$ cat src/include/matMul_macros.svh
`ifndef MATMUL_MACROS_SVH
`define MATMUL_MACROS_SVH

// grid edge length, rows and columns alike
`define MM_DIM 4

// operand and result byte width
`define MM_DATA_W 8

// one SRAM address lane
`define MM_ADDR_W 11

// walking along a row of A
`define MM_A_STEP 1

// walking down a column of B, also the row pitch of both matrices
`define MM_B_STEP 4

`endif

$ cat src/logic/arrayPkg.sv
`default_nettype none

`include "matMul_macros.svh"

package arrayPkg;

	// one operand or accumulated result
	typedef logic [`MM_DATA_W-1:0] elemT;

	// one bit per cell, index r*DIM + c
	typedef logic [`MM_DIM*`MM_DIM-1:0] cellMaskT;

	// all cell results, row-major
	typedef elemT [`MM_DIM*`MM_DIM-1:0] resultGridT;

endpackage

`default_nettype wire

$ cat src/logic/memPkg.sv
`default_nettype none

`include "matMul_macros.svh"

package memPkg;

	typedef logic [`MM_ADDR_W-1:0] laneAddrT;

	// lane 0 in the low bits
	typedef laneAddrT [`MM_DIM-1:0] addrBusT;

	// byte lane i at bits i*8 +: 8
	typedef logic [`MM_DIM*`MM_DATA_W-1:0] memWordT;

	typedef logic [`MM_DIM-1:0] laneMaskT;

	typedef enum logic [1:0] {
		IDLE,
		FEED,
		DRAIN,
		FINISH
	} ctrlStateT;

endpackage

`default_nettype wire

$ cat src/logic/operandIf.sv
`default_nettype none

// skewed operand bytes on their way into the grid edges
interface operandIf;

	memPkg::memWordT aBytes;
	memPkg::memWordT bBytes;
	memPkg::laneMaskT aValid;
	memPkg::laneMaskT bValid;

	modport feed (output aBytes, bBytes, aValid, bValid);
	modport grid (input aBytes, bBytes, aValid, bValid);

endinterface

`default_nettype wire

$ cat src/logic/matMulCtrl.sv
`default_nettype none

`include "matMul_macros.svh"

module matMulCtrl (
	input logic clk,
	input logic rst_n,
	input logic start,
	output memPkg::addrBusT aAddr,
	output memPkg::addrBusT bAddr,
	input memPkg::memWordT aData,
	input memPkg::memWordT bData,
	operandIf.feed ops,
	input logic allWritten,
	output logic finish
);

	memPkg::ctrlStateT state;
	logic [2:0] step;
	memPkg::laneMaskT laneActive;
	memPkg::laneMaskT activeQ;
	memPkg::addrBusT aHeld;
	memPkg::addrBusT bHeld;

	// lane i carries element k = step - i while it is active
	always_comb begin
		int k;
		for (int i = 0; i < `MM_DIM; i++) begin
			k = int'(step) - i;
			laneActive[i] = (state == memPkg::FEED) && (k >= 0) && (k < `MM_DIM);
			if (laneActive[i]) begin
				aAddr[i] = memPkg::laneAddrT'(i * `MM_B_STEP + k * `MM_A_STEP);
				bAddr[i] = memPkg::laneAddrT'(k * `MM_B_STEP + i * `MM_A_STEP);
			end else begin
				aAddr[i] = aHeld[i];
				bAddr[i] = bHeld[i];
			end
		end
	end

	// data comes back one cycle after its address
	always_comb begin
		for (int i = 0; i < `MM_DIM; i++) begin
			ops.aBytes[i*`MM_DATA_W +: `MM_DATA_W] =
				activeQ[i] ? aData[i*`MM_DATA_W +: `MM_DATA_W] : '0;
			ops.bBytes[i*`MM_DATA_W +: `MM_DATA_W] =
				activeQ[i] ? bData[i*`MM_DATA_W +: `MM_DATA_W] : '0;
		end
		ops.aValid = activeQ;
		ops.bValid = activeQ;
	end

	always_ff @(posedge clk) begin
		if (!rst_n) begin
			state <= memPkg::IDLE;
			step <= '0;
			activeQ <= '0;
			for (int i = 0; i < `MM_DIM; i++) begin
				aHeld[i] <= memPkg::laneAddrT'(i * `MM_B_STEP);
				bHeld[i] <= memPkg::laneAddrT'(i * `MM_A_STEP);
			end
		end else begin
			activeQ <= laneActive;
			aHeld <= aAddr;
			bHeld <= bAddr;
			case (state)
				memPkg::IDLE: begin
					if (start) begin
						state <= memPkg::FEED;
						step <= '0;
					end
				end
				memPkg::FEED: begin
					// last lane starts DIM-1 late and runs DIM steps
					if (int'(step) == 2 * `MM_DIM - 2) begin
						state <= memPkg::DRAIN;
					end else begin
						step <= step + 3'd1;
					end
				end
				memPkg::DRAIN: begin
					if (allWritten) begin
						state <= memPkg::FINISH;
					end
				end
				default: begin
					state <= memPkg::IDLE;
				end
			endcase
		end
	end

	assign finish = (state == memPkg::FINISH);

	// a run never restarts from a busy state
	assert property (@(posedge clk) disable iff (!rst_n)
		(start && state != memPkg::IDLE) |=> !(state == memPkg::FEED && step == '0));

	// each lane stays valid for exactly one row or column
	for (genvar lane = 0; lane < `MM_DIM; lane++) begin : gLaneCheck
		assert property (@(posedge clk) disable iff (!rst_n)
			$rose(activeQ[lane]) |-> activeQ[lane] [*`MM_DIM] ##1 !activeQ[lane]);
	end

endmodule

`default_nettype wire

$ cat src/logic/peCell.sv
`default_nettype none

`include "matMul_macros.svh"

module peCell (
	input logic clk,
	input logic rst_n,
	input arrayPkg::elemT aIn,
	input arrayPkg::elemT bIn,
	input logic validIn,
	output arrayPkg::elemT aOut,
	output arrayPkg::elemT bOut,
	output logic validOut,
	output arrayPkg::elemT result,
	output logic done
);

	logic [$clog2(`MM_DIM)-1:0] sampleCnt;
	arrayPkg::elemT acc;
	arrayPkg::elemT prod;

	// product wraps at 8 bits, as does the sum
	assign prod = aIn * bIn;
	assign result = acc;

	always_ff @(posedge clk) begin
		aOut <= aIn;
		bOut <= bIn;
		if (validIn) begin
			// first sample of a run restarts the sum
			if (sampleCnt == '0) begin
				acc <= prod;
			end else begin
				acc <= acc + prod;
			end
		end
	end

	always_ff @(posedge clk) begin
		if (!rst_n) begin
			sampleCnt <= '0;
			validOut <= 1'b0;
			done <= 1'b0;
		end else begin
			validOut <= validIn;
			done <= validIn && (int'(sampleCnt) == `MM_DIM - 1);
			// wraps back to zero after the last sample
			if (validIn) begin
				sampleCnt <= sampleCnt + 1'b1;
			end
		end
	end

endmodule

`default_nettype wire

$ cat src/logic/peArray.sv
`default_nettype none

`include "matMul_macros.svh"

module peArray (
	input logic clk,
	input logic rst_n,
	operandIf.grid ops,
	output arrayPkg::cellMaskT doneVec,
	output arrayPkg::resultGridT results
);

	// right and down links, one per cell
	arrayPkg::elemT aLink [`MM_DIM][`MM_DIM];
	arrayPkg::elemT bLink [`MM_DIM][`MM_DIM];
	logic vLink [`MM_DIM][`MM_DIM];

	for (genvar r = 0; r < `MM_DIM; r++) begin : gRow
		for (genvar c = 0; c < `MM_DIM; c++) begin : gCol
			arrayPkg::elemT aIn;
			arrayPkg::elemT bIn;
			logic aSide;
			logic bSide;

			if (c == 0) begin : gLeftEdge
				assign aIn = ops.aBytes[r*`MM_DATA_W +: `MM_DATA_W];
				assign aSide = ops.aValid[r];
			end else begin : gLeftLink
				assign aIn = aLink[r][c-1];
				assign aSide = vLink[r][c-1];
			end

			if (r == 0) begin : gTopEdge
				assign bIn = ops.bBytes[c*`MM_DATA_W +: `MM_DATA_W];
				assign bSide = ops.bValid[c];
			end else begin : gTopLink
				assign bIn = bLink[r-1][c];
				assign bSide = vLink[r-1][c];
			end

			peCell uCell (
				.clk(clk),
				.rst_n(rst_n),
				.aIn(aIn),
				.bIn(bIn),
				.validIn(aSide & bSide),
				.aOut(aLink[r][c]),
				.bOut(bLink[r][c]),
				.validOut(vLink[r][c]),
				.result(results[r*`MM_DIM + c]),
				.done(doneVec[r*`MM_DIM + c])
			);

			// skew from the controller keeps both wavefronts in step
			assert property (@(posedge clk) disable iff (!rst_n) aSide == bSide);
		end
	end

endmodule

`default_nettype wire

$ cat src/logic/resultWriter.sv
`default_nettype none

`include "matMul_macros.svh"

module resultWriter (
	input logic clk,
	input logic rst_n,
	input arrayPkg::cellMaskT doneVec,
	input arrayPkg::resultGridT results,
	output memPkg::addrBusT cAddr,
	output memPkg::memWordT cData,
	output memPkg::laneMaskT cWriteN,
	output logic allWritten
);

	memPkg::laneMaskT hit;
	memPkg::addrBusT nextAddr;
	memPkg::memWordT nextData;
	logic [$clog2(`MM_DIM):0] hitCnt;
	logic [$clog2(`MM_DIM*`MM_DIM):0] writeCnt;
	logic [$clog2(`MM_DIM*`MM_DIM):0] writeSum;
	logic [`MM_DIM-1:0] colDone [`MM_DIM];

	// byte lane = column, address = row of the finishing cell
	always_comb begin
		hit = '0;
		nextAddr = '0;
		nextData = '0;
		hitCnt = '0;
		for (int c = 0; c < `MM_DIM; c++) begin
			for (int r = 0; r < `MM_DIM; r++) begin
				colDone[c][r] = doneVec[r*`MM_DIM + c];
				if (doneVec[r*`MM_DIM + c]) begin
					hit[c] = 1'b1;
					nextAddr[c] = memPkg::laneAddrT'(r);
					nextData[c*`MM_DATA_W +: `MM_DATA_W] = results[r*`MM_DIM + c];
				end
			end
			hitCnt = hitCnt + hit[c];
		end
	end

	assign writeSum = writeCnt + hitCnt;

	always_ff @(posedge clk) begin
		cAddr <= nextAddr;
		cData <= nextData;
	end

	always_ff @(posedge clk) begin
		if (!rst_n) begin
			cWriteN <= '1;
			writeCnt <= '0;
			allWritten <= 1'b0;
		end else begin
			cWriteN <= ~hit;
			allWritten <= (int'(writeSum) == `MM_DIM * `MM_DIM);
			if (int'(writeSum) == `MM_DIM * `MM_DIM) begin
				writeCnt <= '0;
			end else begin
				writeCnt <= writeSum;
			end
		end
	end

	// grid skew puts each cell of a column on its own cycle
	for (genvar c = 0; c < `MM_DIM; c++) begin : gColCheck
		assert property (@(posedge clk) disable iff (!rst_n) $onehot0(colDone[c]));
	end

endmodule

`default_nettype wire

$ cat src/logic/matMulTop.sv
`default_nettype none

module matMulTop (
	input logic clk,
	input logic rst_n,
	input logic start,
	output memPkg::addrBusT aAddr,
	output memPkg::addrBusT bAddr,
	input memPkg::memWordT aData,
	input memPkg::memWordT bData,
	output memPkg::addrBusT cAddr,
	output memPkg::memWordT cData,
	output memPkg::laneMaskT cWriteN,
	output logic finish
);

	arrayPkg::cellMaskT doneVec;
	arrayPkg::resultGridT results;
	logic allWritten;

	operandIf opsBus ();

	matMulCtrl uCtrl (
		.clk(clk),
		.rst_n(rst_n),
		.start(start),
		.aAddr(aAddr),
		.bAddr(bAddr),
		.aData(aData),
		.bData(bData),
		.ops(opsBus.feed),
		.allWritten(allWritten),
		.finish(finish)
	);

	peArray uArray (
		.clk(clk),
		.rst_n(rst_n),
		.ops(opsBus.grid),
		.doneVec(doneVec),
		.results(results)
	);

	resultWriter uWriter (
		.clk(clk),
		.rst_n(rst_n),
		.doneVec(doneVec),
		.results(results),
		.cAddr(cAddr),
		.cData(cData),
		.cWriteN(cWriteN),
		.allWritten(allWritten)
	);

endmodule

`default_nettype wire

$ cat config.mk
export PLATFORM = sky130hd
export DESIGN_NAME = matMulTop
export DESIGN_NICKNAME = d
export VERILOG_FILES = /design/src/logic/arrayPkg.sv /design/src/logic/memPkg.sv /design/src/logic/operandIf.sv /design/src/logic/matMulCtrl.sv /design/src/logic/peCell.sv /design/src/logic/peArray.sv /design/src/logic/resultWriter.sv /design/src/logic/matMulTop.sv
export VERILOG_INCLUDE_DIRS = /design/src /design/src/include
export SDC_FILE = /design/constraint.sdc
export NUM_CORES = 2
export LEC_CHECK = 0
export BUFFER_PORTS_ARGS = -buffer_cell sky130_fd_sc_hd__buf_4
export CAP_MARGIN = 5
export CORE_AREA = 2 2 249 251
export DETAILED_ROUTE_END_ITERATION = 10
export DIE_AREA = 0 0 251 253
export PLACE_DENSITY = 0.78
export SYNTH_ARGS = -nofsm -noshare
export SYNTH_HDL_FRONTEND = slang
export SYNTH_SLANG_ARGS = --single-unit
$ cat constraint.sdc
create_clock -name clk -period 5.35 [get_ports clk]
set_input_delay 0.535 -clock clk [delete_from_list [all_inputs] [get_ports clk]]
set_output_delay 0.535 -clock clk [all_outputs]
set_load 0.005 [all_outputs]
Word-level counts from Yosys, hierarchy flattened:

Cells that the tools add are included.

* bits in registers: 560
* input bits: 67
* output and inout bits: 169
* word-level logic and storage cells: 335

* $add $sub $neg: 46
* $mul: 16
* $lt $le $gt $ge: 8
* eq/ne operators: 25
* multiplexer cells: 79
* bitwise logic cells: 8
* reduce and logical (&&, ||, !) cells: 49

Operators with widths (count)
* 8-bit two-way mux: 40
* 8-bit adder: 16
* 8-bit by 8-bit multiplier with 8-bit output: 16
* 11-bit two-way mux: 8
* 2-bit by 1-bit equality test with 1-bit output (second input constant): 17
* 2-bit zero test: 17
* 2-bit by 1-bit adder with 2-bit output (second input constant): 16
* 1-bit logical AND: 24
* 1-bit two-way mux: 24
* 6-bit by 3-bit adder with 7-bit output (second input constant): 2
* 5-bit by 4-bit adder with 6-bit output (first input constant): 2
* 4-bit by 1-bit greater-or-equal comparator with 1-bit output (second input constant): 3
* 4-bit less-than comparator (second input constant): 3
* 2-bit OR reduction: 5
* 3-bit by 2-bit subtractor with 4-bit output (second input constant): 2
* 6-bit by 2-bit adder with 7-bit output (second input constant): 1
* 3-bit by 1-bit adder with 3-bit output: 2
* 1-bit AND: 6
* 2-bit two-way mux: 3
* 3-bit two-way mux: 2
* 2-bit != test (second input constant): 3
* 2-bit case mux with 3 select lines: 1
* 3-bit case mux with 2 select lines: 1
* 3-bit AND reduction: 2
* 14 further kinds: 15

Longest topological paths before layout:

* word-level depth: 10
* mapped depth: 21
* gate-level depth less buffers: 19

Cells and area by module:

Synthesis repeated with hierarchy kept, for this count alone.

* cell total of the unflattened synthesis: 3819
* area total of the unflattened synthesis: 38530.7 sq um

Modules (own cells, without submodules)
* peCell (uArray.gRow[0].gCol[0].uCell ...): instances 8, cells an instance 188, area each 1966.9 sq um, sequential area each 640.6 sq um
* peCell (uArray.gRow[2].gCol[0].uCell ...): instances 4, cells an instance 188, area each 1959.4 sq um, sequential area each 640.6 sq um
* peCell (uArray.gRow[1].gCol[0].uCell ...): instances 3, cells an instance 188, area each 1965.6 sq um, sequential area each 640.6 sq um
* matMulCtrl: instances 1, cells an instance 507, area each 4480.5 sq um, sequential area each 1941.9 sq um
* resultWriter: instances 1, cells an instance 288, area each 2512.4 sq um, sequential area each 1001.0 sq um
* peCell (uArray.gRow[2].gCol[1].uCell): instances 1, cells an instance 188, area each 1968.1 sq um, sequential area each 640.6 sq um
* peArray: instances 1, cells an instance 16, area each 100.1 sq um, sequential area each 0.0 sq um

Worst setup path after synthesis:

No wires, ideal clock.

* path type: reg2reg
* from: register uCtrl.activeQ[2], in the netlist uCtrl.ops.aValid[2]
* to: register uArray.gRow[2].gCol[0].uCell.acc[7], data pin
* library setup time: 258 ps
* arrival time: 4606 ps
* data required time: 5092 ps
* slack: 486 ps
* stages on the path, launching flop included: 18
* path buffers: 2
* clock period less this slack: 4864 ps
* cell sequence: dfxtp_1 > clkbuf_1 > clkbuf_1 > and2_1 > nand2_1 > fa_1 > fa_1 > inv_1 > fa_1 > fa_1 > ha_1 > xnor2_1 > ha_1 > or4_1 > o22ai_1 > xor2_1 > nor2_1 > xnor2_1

* cells in the longest elaborated chain, start to end: 4

RTL lines
* start: declaration: RTL line matMulCtrl.sv:21 `memPkg::laneMaskT activeQ;`
* start signal: assignment: RTL line matMulCtrl.sv:63 `activeQ <= laneActive;`
* 8-bit two-way mux (*): RTL line matMulCtrl.sv:45 `` activeQ[i] ? aData[i*`MM_DATA_W +: `MM_DATA_W] : '0; ``
* named net opsBus.aBytes[17]: RTL line operandIf.sv:6 `memPkg::memWordT aBytes;`
* 8-bit by 8-bit multiplier with 8-bit output (*): RTL line peCell.sv:23 `assign prod = aIn * bIn;`
* 8-bit adder: RTL line peCell.sv:34 `acc <= acc + prod;`
* 8-bit two-way mux (*): RTL line peCell.sv:31 `if (sampleCnt == '0) begin`
* end signal: assignment: RTL line peCell.sv:32 `acc <= prod;`
* end signal: assignment: RTL line peCell.sv:34
* end: declaration: RTL line peCell.sv:19 `arrayPkg::elemT acc;`

The timed path passes the listed nets; every way through them passes the cells marked *.
A chain may end at the register's enable or synchronous reset.

Worst setup path in the final report:

* from: register uCtrl.activeQ[2], in the netlist uCtrl.ops.aValid[2]
* to: register uArray.gRow[0].gCol[2].uCell.acc[7], data pin

* cells in the longest elaborated chain, start to end: 4

RTL lines
* 8-bit two-way mux (*): RTL line matMulCtrl.sv:47 `` activeQ[i] ? bData[i*`MM_DATA_W +: `MM_DATA_W] : '0; ``
* named net opsBus.bBytes[18]: RTL line operandIf.sv:7 `memPkg::memWordT bBytes;`
* 8-bit by 8-bit multiplier with 8-bit output (*): RTL line peCell.sv:23
* 8-bit adder: RTL line peCell.sv:34
* 8-bit two-way mux (*): RTL line peCell.sv:31
* end signal: assignment: RTL line peCell.sv:32
* end signal: assignment: RTL line peCell.sv:34
* end: declaration: RTL line peCell.sv:19

Marks and branches as above.

==> flow_summary.json <==
{
  "die_area_um2": 63500,
  "worst_pin_slew_ns": 1.044,
  "outcome": "completed",
  "yosys.area.top_type_share_pct": 21.94,
  "slew_viol_final": 0,
  "crit_top_cell": "fa_1",
  "synth-edff-count": 128,
  "wl_per_cell_um": 17.18,
  "fin_total_pwr_w": 0.009022,
  "grt_first_pass_wirelength_um": 134200,
  "drt_wl_total_um": 81930,
  "cts.repair.resized": 0,
  "placed_area_um2": 38210,
  "cp_cell_sequence": "buf_4 -> and2_1 -> nand2_1 -> fa_1 -> fa_1 -> inv_1 -> fa_1 -> fa_1 -> ha_1 -> xnor2_1 -> ha_1 -> or4_1 -> o22ai_1 -> xor2_1 -> nor2_1 -> xnor2_1",
  "post-route-util_pct": 65.80,
  "cts_tree": "built",
  "clkLatencyLatePin_ns": 0.67,
  "hold_viol": 0,
  "antenna_left": 0,
  "fp.dieH_um": 253,
  "post-synth-top-area-cell": "dfxtp_1",
  "vias": 25798,
  "fin_worst_skew_ns": 0.07183,
  "cp-end-kind": "register",
  "setup-violations-final": 0,
  "clock-sinks": 524,
  "syn_area_um2": 36130,
  "place.gp.congestion": 0.9436,
  "dp_hpwl_um": 62670,
  "clock_path_buffers": 3,
  "finalCritPeriodShare_pct": 91.58,
  "hold_buffers": 0,
  "nNetsFinal": 4627,
  "maxCapViolCount": 0,
  "leakagePower_nw": 19.79,
  "netlist_top_cells_area": "dfxtp_1, ha_1, fa_1, edfxtp_1, xnor2_1",
  "core_um2": 61030,
  "min_period_ns": 4.900,
  "drt-initial-drc-count": 1658,
  "placed_cells": 4660,
  "crit_arrival_ns": 5.25,
  "nFillCells": 4882,
  "synthDistinctLibCells": 46,
  "cts_root_buffer": "clkbuf_16",
  "cpMaxStageDelayCell": "fa_1",
  "max_clock_freq_mhz": 204.1,
  "criticalPathCategory": "register to register",
  "timing.setup.tns_ns": 0,
  "syn_to_final_growth_pct": 11.14,
  "pin_count": 236,
  "critical_path.startpoint_type": "register",
  "cp_max_fo": 19,
  "stdcell_count": 4768,
  "synth-seq-area-share_pct": 32.58,
  "postSynth.asyncResetShare_pct": 0,
  "grt_overflow": 0,
  "synthFlopType": "dfxtp_1",
  "grtUsageTotal_pct": 26.22,
  "yosysWarnings": 0,
  "slowest_delay_ns": 0.55,
  "numCtsBuffers": 56,
  "drc_errors": 0,
  "grt_pass1_vias": 25782,
  "max_slew_margin_pct": 30.42,
  "drtPass1Iterations": 5,
  "htreeDepth": 2,
  "power_density_nw_per_um2": 224.7,
  "vias_per_cell": 5.411,
  "rows": 91,
  "max-vdd-ir-drop_v": 0.0002321,
  "worst_ep_required_time_ns": 5.70,
  "rsz0062_at_grt": "no",
  "synthCells": 3750,
  "post_cts_buffers": 0,
  "syn_avg_cell_area_um2": 9.636,
  "ys_ff_latch": 524,
  "die_x_um": 251,
  "hp-class": "primary input to register",
  "path_clk_slew_ns": 0.07,
  "antenna_found_initial": 5,
  "finalInstanceArea_um2": 40160,
  "grt_start_max_net_pins": 76,
  "portBuffers": 199,
  "drive_gt1_share_pct": 8.903,
  "initial_core_util_pct": 59.21
}
==> synthesized netlist by cell type (all sizes together), types with 14 or more instances <==
cell type  count
nand2        436
ha           422
inv          415
dfxtp        396
and2         335
xnor2        282
fa           210
o21ai        188
and3         180
edfxtp       128
a21oi         98
clkbuf        86
nor2          85
a21o          84
xor2          77
buf           44
a211oi        32
a221o         32
mux2          32
nor2b         25
nand2b        24
nor3          20
o22ai         18
or4           17
o21bai        16
o31ai         16
nand3         14
==> area by class of cell <==
cell class,count,area (µm²),area share (%)
multi-input combinational,2712,22260,55.43
sequential,524,11770,29.31
timing repair buffer,215,1614,4.019
clock buffer,74,1573,3.916
inverter,419,1573,3.916
tap,790,988.4,2.461
clock inverter,32,374.1,0.9316
antenna,2,5.005,0.01246
==> kinds of logic after synthesis <==
kind of cell               count (synthesis)  share of synthesized area (%)
and+or+nand+nor                         1153                          16.33
adders and majority gates                632                          26.25
buffers and inverters                    549                          6.181
DFF                                      524                          32.58
AOI/OAI and AO/OA                        488                          8.376
xor gates and xnor gates                 366                          9.138
muxes                                     37                          1.136
other                                      1                        0.01038
==> registers in the layout, indices dropped and copies added, names as in the netlist, 3 cells and up <==
register / flops
uArray.gRow.gCol.uCell.result: 128
uArray.gRow.gCol.uCell.aOut: 96
uArray.gRow.gCol.uCell.bOut: 96
uCtrl.aHeld: 44
uCtrl.bHeld: 44
uArray.gRow.gCol.uCell.sampleCnt: 32
uWriter.cData: 32
uArray.gRow.gCol.uCell.done: 16
uArray.gRow.gCol.uCell.validOut: 9
uWriter.cAddr: 8
uWriter.writeCnt: 5
uCtrl.ops.aValid: 4
uWriter.cWriteN: 4
uCtrl.step: 3
==> routing by layer <==
metal | global-route usage [%] | up-vias | wire length [µm]
met5 | 0 | - | 43
met4 | 9.507 | 6 | 2980
met3 | 3.958 | 165 | 4254
met2 | 44.65 | 658 | 39160
met1 | 33.97 | 12358 | 35500
li1 | - | 12611 | -
==> placed cells by master (no fill, tap or decap), types with 36 or more instances in the layout <==
cell / Yosys / layout
fa_1: 210 / 210
o21ai_0: 186 / 186
nand2_1: 436 / 436
dfxtp_1: 396 / 396
xnor2_1: 282 / 282
and3_1: 180 / 180
nor2_1: 84 / 84
inv_1: 415 / 414
clkbuf_16: 0 / 59
ha_1: 422 / 422
edfxtp_1: 128 / 128
and2_1: 335 / 335
a21o_1: 83 / 83
conb_1: 1 / 36
xor2_1: 77 / 77
buf_4: 37 / 215
a21oi_1: 97 / 97
==> worst paths after layout <==
path                            slack [ns]                                      to                                  from  cells after the start
worst max-delay path                  0.45  uArray.gRow[0].gCol[2].uCell.result[7]                   uCtrl.ops.aValid[2]                     16
worst min-delay path                  0.12    uArray.gRow[3].gCol[0].uCell.aOut[7]                             aData[31]                      2
worst max register to register        0.45  uArray.gRow[0].gCol[2].uCell.result[7]                   uCtrl.ops.aValid[2]                     16
worst min register to register        0.33    uArray.gRow[2].gCol[2].uCell.aOut[7]  uArray.gRow[2].gCol[1].uCell.aOut[7]                      0
==> critical path: cells and delay by family (launching register included) <==
kind | cells | cell delay, ns
adders and majority gates | 6 | 2.41
and+or+nand+nor | 4 | 0.83
DFF | 1 | 0.48
xor gates and xnor gates | 3 | 0.45
buffers and inverters | 2 | 0.30
AOI/OAI and AO/OA | 1 | 0.16
==> power breakdown <==
part           switching [W]  total [W]  leakage, nW  internal [W]
Combinational       0.000377   0.000665         14.5      0.000288
Clock                0.00173    0.00406        0.958       0.00234
Sequential          0.000154    0.00429         4.36       0.00414
==> through the flow <==
step | setup slack, ns | hold WS, ns
after floorplan | 0.4862 | 0.3311
after global placement | 0.5081 | 0.3392
after detailed placement | 0.4784 | 0.3366
after CTS | 0.4599 | 0.08882
after global routing | 0.2168 | 0.09986
final | 0.4503 | 0.1158
(Power assumes the default switching activity.)
